## src/design/pcs_cfg.svh

```systemverilog
// Widths, lock thresholds and reset delay shared by the PCS loopback RTL and its testbench.
`ifndef PCS_CFG_SVH
`define PCS_CFG_SVH

// Block geometry.
`define PCS_DATA_W 64  // Payload bits per block.
`define PCS_BLOCK_W 66 // Sync header plus payload.
`define PCS_KEEP_W 8   // One keep bit per payload byte.
`define PCS_START_N 2  // Start lanes 0 and 4.

// Block lock.
`define PCS_LOCK_GOOD 16 // Consecutive valid headers to gain lock.
`define PCS_BAD_MAX 4    // Invalid headers in a window that drop lock.
`define PCS_WINDOW 32    // Window length in blocks.

// Transmit side.
`define PCS_TX_RST_DLY 4 // Cycles the transmitter stays in reset after nreset.

`endif

```

## src/design/pcs_pkg.sv

```systemverilog
// Block codes, lock states and the byte mask helper shared by the PCS loopback modules.
`include "pcs_cfg.svh"

package pcs_pkg;

	typedef enum logic [1:0] {
		SH_DATA = 2'b01,
		SH_CTRL = 2'b10
	} sync_hdr_e;

	// Type byte of a control block, bits 9:2.
	typedef enum logic [7:0] {
		BT_IDLE   = 8'h1E,
		BT_START0 = 8'h78,
		BT_START4 = 8'h33,
		BT_TERM0  = 8'h87,
		BT_TERM1  = 8'h99,
		BT_TERM2  = 8'hAA,
		BT_TERM3  = 8'hB4,
		BT_TERM4  = 8'hCC,
		BT_TERM5  = 8'hD2,
		BT_TERM6  = 8'hE1,
		BT_TERM7  = 8'hFF
	} blk_type_e;

	typedef enum logic [1:0] {LS_RESET, LS_HUNT, LS_LOCKED} lock_state_e;

	typedef enum logic [6:0] {
		CC_IDLE  = 7'h00,
		CC_ERROR = 7'h1E
	} ctrl_code_e;

	// Expands a byte keep into a bit mask.
	function automatic logic [`PCS_DATA_W-1:0] byte_mask(input logic [`PCS_KEEP_W-1:0] keep);
		logic [`PCS_DATA_W-1:0] mask;
		for (int i = 0; i < `PCS_KEEP_W; i++)
			mask[i*8 +: 8] = {8{keep[i]}};
		return mask;
	endfunction

endpackage

```

## src/design/pcs_10g_loopback.sv

```systemverilog
// Top level of the 10GBASE-R PCS loopback used for the FPGA link test.
`timescale 1ns/1ps
`include "pcs_cfg.svh"

module pcs_10g_loopback (
	input  logic                    tx_par_clk,
	input  logic                    nreset,
	input  logic                    rx_locked_i,
	input  logic [`PCS_BLOCK_W-1:0] rx_par_data_i,
	output logic [`PCS_BLOCK_W-1:0] tx_par_data_o
);
	import pcs_pkg::*;

	logic                    good_done;
	logic                    bad_limit;
	logic                    counter_clear;
	logic                    block_lock;
	logic                    rx_ctrl;
	logic                    rx_idle;
	logic [`PCS_START_N-1:0] rx_start;
	logic                    rx_term;
	logic                    rx_err;
	logic [`PCS_DATA_W-1:0]  rx_data;
	logic [`PCS_KEEP_W-1:0]  rx_keep;

	pcs_sh_counter m_sh_counter (
		.tx_par_clk  (tx_par_clk),
		.nreset      (nreset),
		.clear_i     (counter_clear),
		.sync_hdr_i  (sync_hdr_e'(rx_par_data_i[1:0])), // Raw header, may be invalid.
		.good_done_o (good_done),
		.bad_limit_o (bad_limit)
	);

	pcs_lock_fsm m_lock_fsm (
		.tx_par_clk      (tx_par_clk),
		.nreset          (nreset),
		.rx_locked_i     (rx_locked_i),
		.good_done_i     (good_done),
		.bad_limit_i     (bad_limit),
		.counter_clear_o (counter_clear),
		.block_lock_o    (block_lock)
	);

	pcs_rx_decode m_rx_decode (
		.tx_par_clk    (tx_par_clk),
		.nreset        (nreset),
		.block_lock_i  (block_lock),
		.rx_par_data_i (rx_par_data_i),
		.ctrl_o        (rx_ctrl),
		.idle_o        (rx_idle),
		.start_o       (rx_start),
		.term_o        (rx_term),
		.err_o         (rx_err),
		.data_o        (rx_data),
		.keep_o        (rx_keep)
	);

	pcs_tx_encode m_tx_encode (
		.tx_par_clk    (tx_par_clk),
		.nreset        (nreset),
		.ctrl_i        (rx_ctrl),
		.idle_i        (rx_idle),
		.start_i       (rx_start),
		.term_i        (rx_term),
		.err_i         (rx_err),
		.data_i        (rx_data),
		.keep_i        (rx_keep),
		.tx_par_data_o (tx_par_data_o)
	);

endmodule

```

## src/design/pcs_lock_fsm.sv

```systemverilog
// Block lock FSM driven by the sync header counter and the serdes CDR lock.
`timescale 1ns/1ps

module pcs_lock_fsm (
	input  logic tx_par_clk,
	input  logic nreset,
	input  logic rx_locked_i,
	input  logic good_done_i,
	input  logic bad_limit_i,
	output logic counter_clear_o,
	output logic block_lock_o
);
	import pcs_pkg::*;

	lock_state_e state;
	lock_state_e state_next;

	always_comb begin
		state_next = state;
		case (state)
			LS_RESET: begin
				if (rx_locked_i)
					state_next = LS_HUNT;
			end
			LS_HUNT: begin
				if (good_done_i)
					state_next = LS_LOCKED; // Enough valid headers in a row.
			end
			LS_LOCKED: begin
				if (bad_limit_i)
					state_next = LS_HUNT; // Too many bad headers in this window.
			end
			default: begin
				state_next = LS_RESET;
			end
		endcase

		// Losing the CDR overrides everything.
		if (!rx_locked_i)
			state_next = LS_RESET;
	end

	always_ff @(posedge tx_par_clk) begin
		if (!nreset)
			state <= LS_RESET;
		else
			state <= state_next;
	end

	// Counters stay clear in RESET, so a relock needs a full run of good headers.
	// Clearing again on the HUNT to LOCKED edge starts the first window at lock.
	// In HUNT the counter runs freely to find the run.
	assign counter_clear_o = (state == LS_RESET) || ((state == LS_HUNT) && good_done_i);

	assign block_lock_o = (state == LS_LOCKED);

endmodule

```

## src/design/pcs_rx_decode.sv

```systemverilog
// Receive decoder that registers each 66-bit block as control flags, data and byte keep.
`timescale 1ns/1ps
`include "pcs_cfg.svh"

module pcs_rx_decode (
	input  logic                    tx_par_clk,
	input  logic                    nreset,
	input  logic                    block_lock_i,
	input  logic [`PCS_BLOCK_W-1:0] rx_par_data_i,
	output logic                    ctrl_o,
	output logic                    idle_o,
	output logic [`PCS_START_N-1:0] start_o,
	output logic                    term_o,
	output logic                    err_o,
	output logic [`PCS_DATA_W-1:0]  data_o,
	output logic [`PCS_KEEP_W-1:0]  keep_o
);
	import pcs_pkg::*;

	localparam int PAYLOAD_W = `PCS_DATA_W - 8; // Control payload after the type byte.

	sync_hdr_e               hdr;
	blk_type_e               blk_type;
	logic [PAYLOAD_W-1:0]    ctrl_payload;
	logic                    ctrl_d;
	logic                    idle_d;
	logic [`PCS_START_N-1:0] start_d;
	logic                    term_d;
	logic                    err_d;
	logic [`PCS_DATA_W-1:0]  data_d;
	logic [`PCS_KEEP_W-1:0]  keep_d;

	// Valid data bytes of a terminate block, from the low lane up.
	function automatic logic [`PCS_KEEP_W-1:0] term_keep(input blk_type_e t);
		case (t)
			BT_TERM1: return 8'h01;
			BT_TERM2: return 8'h03;
			BT_TERM3: return 8'h07;
			BT_TERM4: return 8'h0F;
			BT_TERM5: return 8'h1F;
			BT_TERM6: return 8'h3F;
			BT_TERM7: return 8'h7F;
			default:  return 8'h00;
		endcase
	endfunction

	assign hdr          = sync_hdr_e'(rx_par_data_i[1:0]);
	assign blk_type     = blk_type_e'(rx_par_data_i[9:2]);
	assign ctrl_payload = rx_par_data_i[`PCS_BLOCK_W-1:10];

	always_comb begin
		ctrl_d  = 1'b1;
		idle_d  = 1'b0;
		start_d = '0;
		term_d  = 1'b0;
		err_d   = 1'b0;
		data_d  = '0;
		keep_d  = '0;

		if (!block_lock_i) begin
			idle_d = 1'b1; // Report idle until lock.
		end else if (hdr == SH_DATA) begin
			ctrl_d = 1'b0;
			data_d = rx_par_data_i[`PCS_BLOCK_W-1:2];
			keep_d = '1;
		end else if (hdr == SH_CTRL) begin
			case (blk_type)
				BT_IDLE: begin
					idle_d = 1'b1;
				end
				BT_START0: begin
					start_d[0] = 1'b1;
					data_d     = {ctrl_payload, 8'h00}; // Lane 0 holds the start character.
					keep_d     = 8'hFE;
				end
				BT_START4: begin
					start_d[1] = 1'b1;
					data_d     = {ctrl_payload[55:32], 40'h0}; // Lanes 5 to 7.
					keep_d     = 8'hE0;
				end
				BT_TERM0, BT_TERM1, BT_TERM2, BT_TERM3,
				BT_TERM4, BT_TERM5, BT_TERM6, BT_TERM7: begin
					term_d = 1'b1;
					keep_d = term_keep(blk_type);
					data_d = {8'h00, ctrl_payload} & byte_mask(keep_d);
				end
				default: begin
					err_d = 1'b1; // Unknown type byte.
				end
			endcase
		end else begin
			err_d = 1'b1; // Header 00 or 11.
		end
	end

	always_ff @(posedge tx_par_clk) begin
		if (!nreset) begin
			ctrl_o  <= 1'b0;
			idle_o  <= 1'b0;
			start_o <= '0;
			term_o  <= 1'b0;
			err_o   <= 1'b0;
		end else begin
			ctrl_o  <= ctrl_d;
			idle_o  <= idle_d;
			start_o <= start_d;
			term_o  <= term_d;
			err_o   <= err_d;
		end
	end

	always_ff @(posedge tx_par_clk) begin
		data_o <= data_d;
		keep_o <= keep_d;
	end

endmodule

```

## src/design/pcs_sh_counter.sv

```systemverilog
// Sync header counters that feed good and bad header events to the block lock FSM.
`timescale 1ns/1ps
`include "pcs_cfg.svh"

module pcs_sh_counter (
	input  logic               tx_par_clk,
	input  logic               nreset,
	input  logic               clear_i,
	input  pcs_pkg::sync_hdr_e sync_hdr_i,
	output logic               good_done_o,
	output logic               bad_limit_o
);
	import pcs_pkg::*;

	localparam int GOOD_W = $clog2(`PCS_LOCK_GOOD + 1);
	localparam int BAD_W  = $clog2(`PCS_BAD_MAX + 1);
	localparam int WIN_W  = $clog2(`PCS_WINDOW);

	logic              hdr_valid;
	logic              win_last;
	logic [GOOD_W-1:0] good_cnt;
	logic [BAD_W-1:0]  bad_cnt;
	logic [WIN_W-1:0]  win_cnt;

	assign hdr_valid = (sync_hdr_i == SH_DATA) || (sync_hdr_i == SH_CTRL);
	assign win_last  = (win_cnt == WIN_W'(`PCS_WINDOW - 1)); // Last block of the window.

	// Consecutive valid headers, saturating at the lock threshold.
	always_ff @(posedge tx_par_clk) begin
		if (!nreset || clear_i) begin
			good_cnt <= '0;
		end else if (!hdr_valid) begin
			good_cnt <= '0; // Any bad header restarts the run.
		end else if (good_cnt != GOOD_W'(`PCS_LOCK_GOOD)) begin
			good_cnt <= good_cnt + 1'b1;
		end
	end

	assign good_done_o = (good_cnt == GOOD_W'(`PCS_LOCK_GOOD));

	// Invalid headers per window.
	always_ff @(posedge tx_par_clk) begin
		if (!nreset || clear_i) begin
			win_cnt     <= '0;
			bad_cnt     <= '0;
			bad_limit_o <= 1'b0;
		end else begin
			win_cnt     <= win_last ? '0 : win_cnt + 1'b1;
			bad_limit_o <= !hdr_valid && (bad_cnt == BAD_W'(`PCS_BAD_MAX - 1));
			if (win_last)
				bad_cnt <= '0;
			else if (!hdr_valid && (bad_cnt != BAD_W'(`PCS_BAD_MAX)))
				bad_cnt <= bad_cnt + 1'b1;
		end
	end

endmodule

```

## src/design/pcs_tx_encode.sv

```systemverilog
// Transmit side with reset delay, loopback register and 66-bit block encoder.
`timescale 1ns/1ps
`include "pcs_cfg.svh"

module pcs_tx_encode (
	input  logic                    tx_par_clk,
	input  logic                    nreset,
	input  logic                    ctrl_i,
	input  logic                    idle_i,
	input  logic [`PCS_START_N-1:0] start_i,
	input  logic                    term_i,
	input  logic                    err_i,
	input  logic [`PCS_DATA_W-1:0]  data_i,
	input  logic [`PCS_KEEP_W-1:0]  keep_i,
	output logic [`PCS_BLOCK_W-1:0] tx_par_data_o
);
	import pcs_pkg::*;

	localparam logic [55:0] IDLE_CODES = {8{CC_IDLE}};
	localparam logic [55:0] ERR_CODES  = {8{CC_ERROR}};
	localparam logic [`PCS_BLOCK_W-1:0] IDLE_BLOCK = {IDLE_CODES, BT_IDLE, SH_CTRL};
	localparam logic [`PCS_BLOCK_W-1:0] ERR_BLOCK  = {ERR_CODES, BT_IDLE, SH_CTRL};

	logic [`PCS_TX_RST_DLY-1:0] rst_chain;
	logic                       tx_rst_n;
	logic                       lb_ctrl;
	logic                       lb_idle;
	logic [`PCS_START_N-1:0]    lb_start;
	logic                       lb_term;
	logic                       lb_err;
	logic [`PCS_DATA_W-1:0]     lb_data;
	logic [`PCS_KEEP_W-1:0]     lb_keep;
	logic [`PCS_DATA_W-1:0]     lb_masked;
	logic [`PCS_BLOCK_W-1:0]    block_d;

	// Terminate type from the number of valid low bytes.
	function automatic blk_type_e term_type(input logic [`PCS_KEEP_W-1:0] keep);
		case (keep)
			8'h01:   return BT_TERM1;
			8'h03:   return BT_TERM2;
			8'h07:   return BT_TERM3;
			8'h0F:   return BT_TERM4;
			8'h1F:   return BT_TERM5;
			8'h3F:   return BT_TERM6;
			8'h7F:   return BT_TERM7;
			default: return BT_TERM0;
		endcase
	endfunction

	// Transmit reset release, one stage per cycle.
	always_ff @(posedge tx_par_clk) begin
		if (!nreset)
			rst_chain <= '0;
		else
			rst_chain <= {rst_chain[`PCS_TX_RST_DLY-2:0], 1'b1};
	end

	assign tx_rst_n = rst_chain[`PCS_TX_RST_DLY-1];

	// Loopback stage between receive and transmit.
	always_ff @(posedge tx_par_clk) begin
		lb_ctrl  <= ctrl_i;
		lb_idle  <= idle_i;
		lb_start <= start_i;
		lb_term  <= term_i;
		lb_err   <= err_i;
		lb_data  <= data_i;
		lb_keep  <= keep_i;
	end

	assign lb_masked = lb_data & byte_mask(lb_keep);

	// Idle control codes are zero, so pad bits and unused lanes come from the mask.
	always_comb begin
		if (!lb_ctrl)
			block_d = {lb_masked, SH_DATA};
		else if (lb_err)
			block_d = ERR_BLOCK;
		else if (lb_start[0])
			block_d = {lb_masked[63:8], BT_START0, SH_CTRL};
		else if (lb_start[1])
			block_d = {lb_masked[63:40], 4'h0, {4{CC_IDLE}}, BT_START4, SH_CTRL};
		else if (lb_term)
			block_d = {lb_masked[55:0], term_type(lb_keep), SH_CTRL};
		else if (lb_idle)
			block_d = IDLE_BLOCK;
		else
			block_d = ERR_BLOCK; // Control block with no known kind.
	end

	always_ff @(posedge tx_par_clk) begin
		if (!nreset || !tx_rst_n)
			tx_par_data_o <= IDLE_BLOCK;
		else
			tx_par_data_o <= block_d;
	end

endmodule

```

## config.mk

```make
export PLATFORM = sky130hd
export DESIGN_NAME = pcs_10g_loopback
export DESIGN_NICKNAME = d
export VERILOG_FILES = /design/src/design/pcs_pkg.sv /design/src/design/pcs_10g_loopback.sv /design/src/design/pcs_lock_fsm.sv /design/src/design/pcs_rx_decode.sv /design/src/design/pcs_sh_counter.sv /design/src/design/pcs_tx_encode.sv
export VERILOG_INCLUDE_DIRS = /design/src /design/src/design
export SDC_FILE = /design/constraint.sdc
export NUM_CORES = 1
export LEC_CHECK = 0
export BUFFER_PORTS_ARGS = -buffer_cell sky130_fd_sc_hd__buf_2
export CORE_MARGIN = 10
export CORE_UTILIZATION = 42
export DETAILED_ROUTE_END_ITERATION = 10
export SLEW_MARGIN = 20
export SYNTH_ARGS = -nofsm -noshare
export SYNTH_HDL_FRONTEND = slang
export SYNTH_SLANG_ARGS = --single-unit
```

## constraint.sdc

```tcl
create_clock -name tx_par_clk -period 2.2 [get_ports tx_par_clk]
set_input_delay 0.22 -clock tx_par_clk [delete_from_list [all_inputs] [get_ports tx_par_clk]]
set_output_delay 0.22 -clock tx_par_clk [all_outputs]
set_load 0.05 [all_outputs]
```

==> flow_summary.toml <==
[synth]
synth.lib_cells_used.distinct = 62
synthArstFlopShare = 0
ys_ff_latch = 242
synth_top_flop_cell = "sky130_fd_sc_hd__dfxtp_1"
post_synth_and_or_nand_nor_area_fraction = 0.126
dominant_combinational_cell_family_by_area_after_synthesis = "compound AO/OA/AOI/OAI gates"
synth.mux.area_fraction = 0.00129
synth_net_count = 786
syn-instance-count = 708
synth_adder_area_share = 0.0145
mappedNetlistArea_um2 = 7740
compound_gate_fraction_of_synth_area = 0.190
synthesis.yosys.warnings = 0
synth_seq_area_share = 0.626
synth_edf_count = 0
post_synth.cell_area_avg_um2 = 10.9
synth_xor_area_frac = 0.0102

[cts]
clk-insertion-delay-late_ps = 510
cts_htree_levels = 1
cts_num_sinks = 242
clock_path_buffers = 3
cts_tree = "done"
clk_root_buffer_cell = "sky130_fd_sc_hd__clkbuf_16"
cts_buffers = 24
clk_slew_on_worst_s_h_paths_ps = 60

[worst_setup_path]
timing.rr.start = "m_lock_fsm.state[1]"
crit_path_end_kind = "register"
critical_path.startpoint = "nreset"
worstPathArrival_ps = 2340
worst_setup_path_start_kind = "primary input"
highest_net_fanout_along_the_worst_path = 13
criticalPathCategory = "in2reg"
critical_path_required_ps = 2630

[global_route]
initial_antenna_violation_count = 1
groute.usage.overall = 0.166
pin_count_of_the_biggest_net_entering_global_routing = 33
grt.overflow.total = 0
grt_first_pass_wirelength_um = 32300
grt_pass1_vias = 6064

[layout]
final_net_count = 977
areaGrowthSynthToFinish_pct = 29.4
mostFrequentLayoutCells = "sky130_fd_sc_hd__dfxtp_1 (242), sky130_fd_sc_hd__buf_2 (134), sky130_fd_sc_hd__nand2_1 (71)"
layout.cells.most_common = "sky130_fd_sc_hd__dfxtp_1"
drive_above_1_share = 0.225

[floorplanning]
die_area_um2 = 24300
floorplan.initialDensity = 0.430
die_h_um = 156
chipWidth_um = 156
core_area_um2 = 18000
top_level_ports = 135
rows = 49

[sta]
layout_worst_path_cycle_share = 0.869
setup_tns_ps = 0
timing.slew.headroom = 0.540
hold_violations = 0
setup_viol = 0
finClkSkew_ps = 20.8
setup_repair_after_global_routing_missed_its_margin = "false"
timing_worst_slew_pin_value_ps = 689
max_freq_mhz = 523
slew_violations = 0
period_needed_ps = 1910

[hold_path]
hold_path.class = "in2reg"
min_from = "rx_par_data_i[4]"

[routing]
routed_wire_length_per_instance_um = 18.6
num_vias = 6033
drt_iter0_drc = 339
drtAntennaViolNets = 0
drt_pre_antenna_iters = 5
drc = 0
postRouteWirelength_um = 21200
avgViaCountPerCell = 5.28

[place]
port-buffer-count = 134
dp_wirelength_um = 15600
place.gp.congestion = 0.882

[flow_run]
number_of_max_cap_violations = 0

[status]
status = "completed"

[power]
power_leakage_nw = 4.03
worst_ir_drop_vdd_v = 0.000534
totalPowerFinal_mw = 8.57
power_density_nw_per_um2 = 855
==> cell families after synthesis <==
kind of cell    Yosys count
compound gates          204
xor+xnor                  9
fa+ha+maj                 9
buf+inv                  61
flops                   242
mux                       1
simple gates            182
==> per-layer routing <==
layer / vias to the layer above / GRT usage / wire length [um]
met3: 47 / 0.0331 / 1270
met1: 2853 / 0.202 / 8800
met2: 206 / 0.284 / 10500
met5: - / 0 / 0
met4: 0 / 0.0575 / 606
li1: 2927 / - / -
==> final timing paths <==
check,end,slack (ps),depth (start not counted)
setup / recovery,m_tx_encode.tx_par_data_o[45],290,8
hold / removal,m_rx_decode.data_o[2],30,2
setup reg to reg,m_rx_decode.data_o[25],400,5
hold reg to reg,m_tx_encode.lb_data[9],310,0
==> where the power goes <==
part	internal, mW	switching, mW	leakage [nW]
Clock	2.26	1.58	0.366
Combinational	0.160	0.168	1.72
Sequential	4.40	0.00674	1.95
==> timing repair <==
action                                 in CTS  in global routing
setup buffers                               0                  0
resized for setup                           0                  0
hold buffers                               58                  0
setup endpoints to repair                   0                  0
endpoints found under the hold margin      67                  0
==> Yosys cell counts, types with 2 or more instances <==
cell	number	area (um^2)
sky130_fd_sc_hd__dfxtp_1	242	4840
sky130_fd_sc_hd__nand2_1	71	267
sky130_fd_sc_hd__o22ai_1	48	300
sky130_fd_sc_hd__a22o_1	41	359
sky130_fd_sc_hd__a31oi_1	34	213
sky130_fd_sc_hd__clkbuf_1	34	128
sky130_fd_sc_hd__o21ai_0	24	120
sky130_fd_sc_hd__nor2_1	23	86.3
sky130_fd_sc_hd__and2_1	18	113
sky130_fd_sc_hd__a32o_1	16	160
sky130_fd_sc_hd__inv_1	15	56.3
sky130_fd_sc_hd__a21oi_1	14	70.1
sky130_fd_sc_hd__nand3_1	12	60.1
sky130_fd_sc_hd__buf_2	9	45.0
sky130_fd_sc_hd__ha_1	9	113
sky130_fd_sc_hd__nand2b_1	9	56.3
sky130_fd_sc_hd__nor3_1	7	35.0
sky130_fd_sc_hd__and3_1	6	37.5
sky130_fd_sc_hd__nor2b_1	6	37.5
sky130_fd_sc_hd__xnor2_1	6	52.6
sky130_fd_sc_hd__a21o_1	5	37.5
sky130_fd_sc_hd__nand3b_1	4	30.0
sky130_fd_sc_hd__nand4bb_1	3	33.8
sky130_fd_sc_hd__xor2_1	3	26.3
sky130_fd_sc_hd__a21boi_1	2	15.0
sky130_fd_sc_hd__a21oi_2	2	17.5
sky130_fd_sc_hd__a31o_2	2	17.5
sky130_fd_sc_hd__buf_1	2	7.51
sky130_fd_sc_hd__nand4_1	2	12.5
sky130_fd_sc_hd__nor4bb_1	2	20.0
sky130_fd_sc_hd__o21a_1	2	15.0
sky130_fd_sc_hd__o21ai_1	2	10.0
sky130_fd_sc_hd__o32ai_1	2	17.5
sky130_fd_sc_hd__or2_2	2	12.5
sky130_fd_sc_hd__or4_1	2	15.0
==> final cells by class <==
type                       instances  area [um^2]
clock buffer                      35          682
tap                              229          287
timing repair buffer             211         1420
inverter                          15         56.3
antenna                            1         2.50
sequential                       242         4840
multi-input combinational        405         2670
fill                            1569         8000
clock inverter                     5         65.1
==> state kept, by name, summed over array words and instances, names as in the netlist, 2 cells and up <==
signal and cells:
m_tx_encode.tx_par_data_o 66, m_rx_decode.data_o 64, m_tx_encode.lb_data 64, m_rx_decode.keep_o 8, m_tx_encode.lb_keep 8, m_sh_counter.good_cnt 5
m_sh_counter.win_cnt 5, m_tx_encode.rst_chain 4, m_sh_counter.bad_cnt 3, m_lock_fsm.state 2, m_rx_decode.start_o 2, m_tx_encode.lb_start 2
==> worst max-delay path: stages <==
cell                            delay [ps]
sky130_fd_sc_hd__dlygate4sd3_1         530
sky130_fd_sc_hd__buf_2                 230
sky130_fd_sc_hd__nand2_1               120
sky130_fd_sc_hd__nor2_1                180
sky130_fd_sc_hd__inv_1                 240
sky130_fd_sc_hd__a21oi_1               540
sky130_fd_sc_hd__nand3_1               170
sky130_fd_sc_hd__o21ai_0               100
==> stage by stage <==
stage / hold slack, ps / instances / utilization / worst slack (ps) / cell area [um^2]
CTS: 9.10 / 1142 / 0.556 / 277 / 10000
global placement: 310 / 1044 / 0.482 / 348 / 8690
finish: 31.5 / 1143 / 0.556 / 289 / 10000
floorplan: 248 / 708 / - / 478 / 7740
global route: 35.3 / 1143 / 0.556 / 83.6 / 10000
detailed placement: 312 / 1044 / 0.482 / 317 / 8690
(Power assumes the default switching activity.)
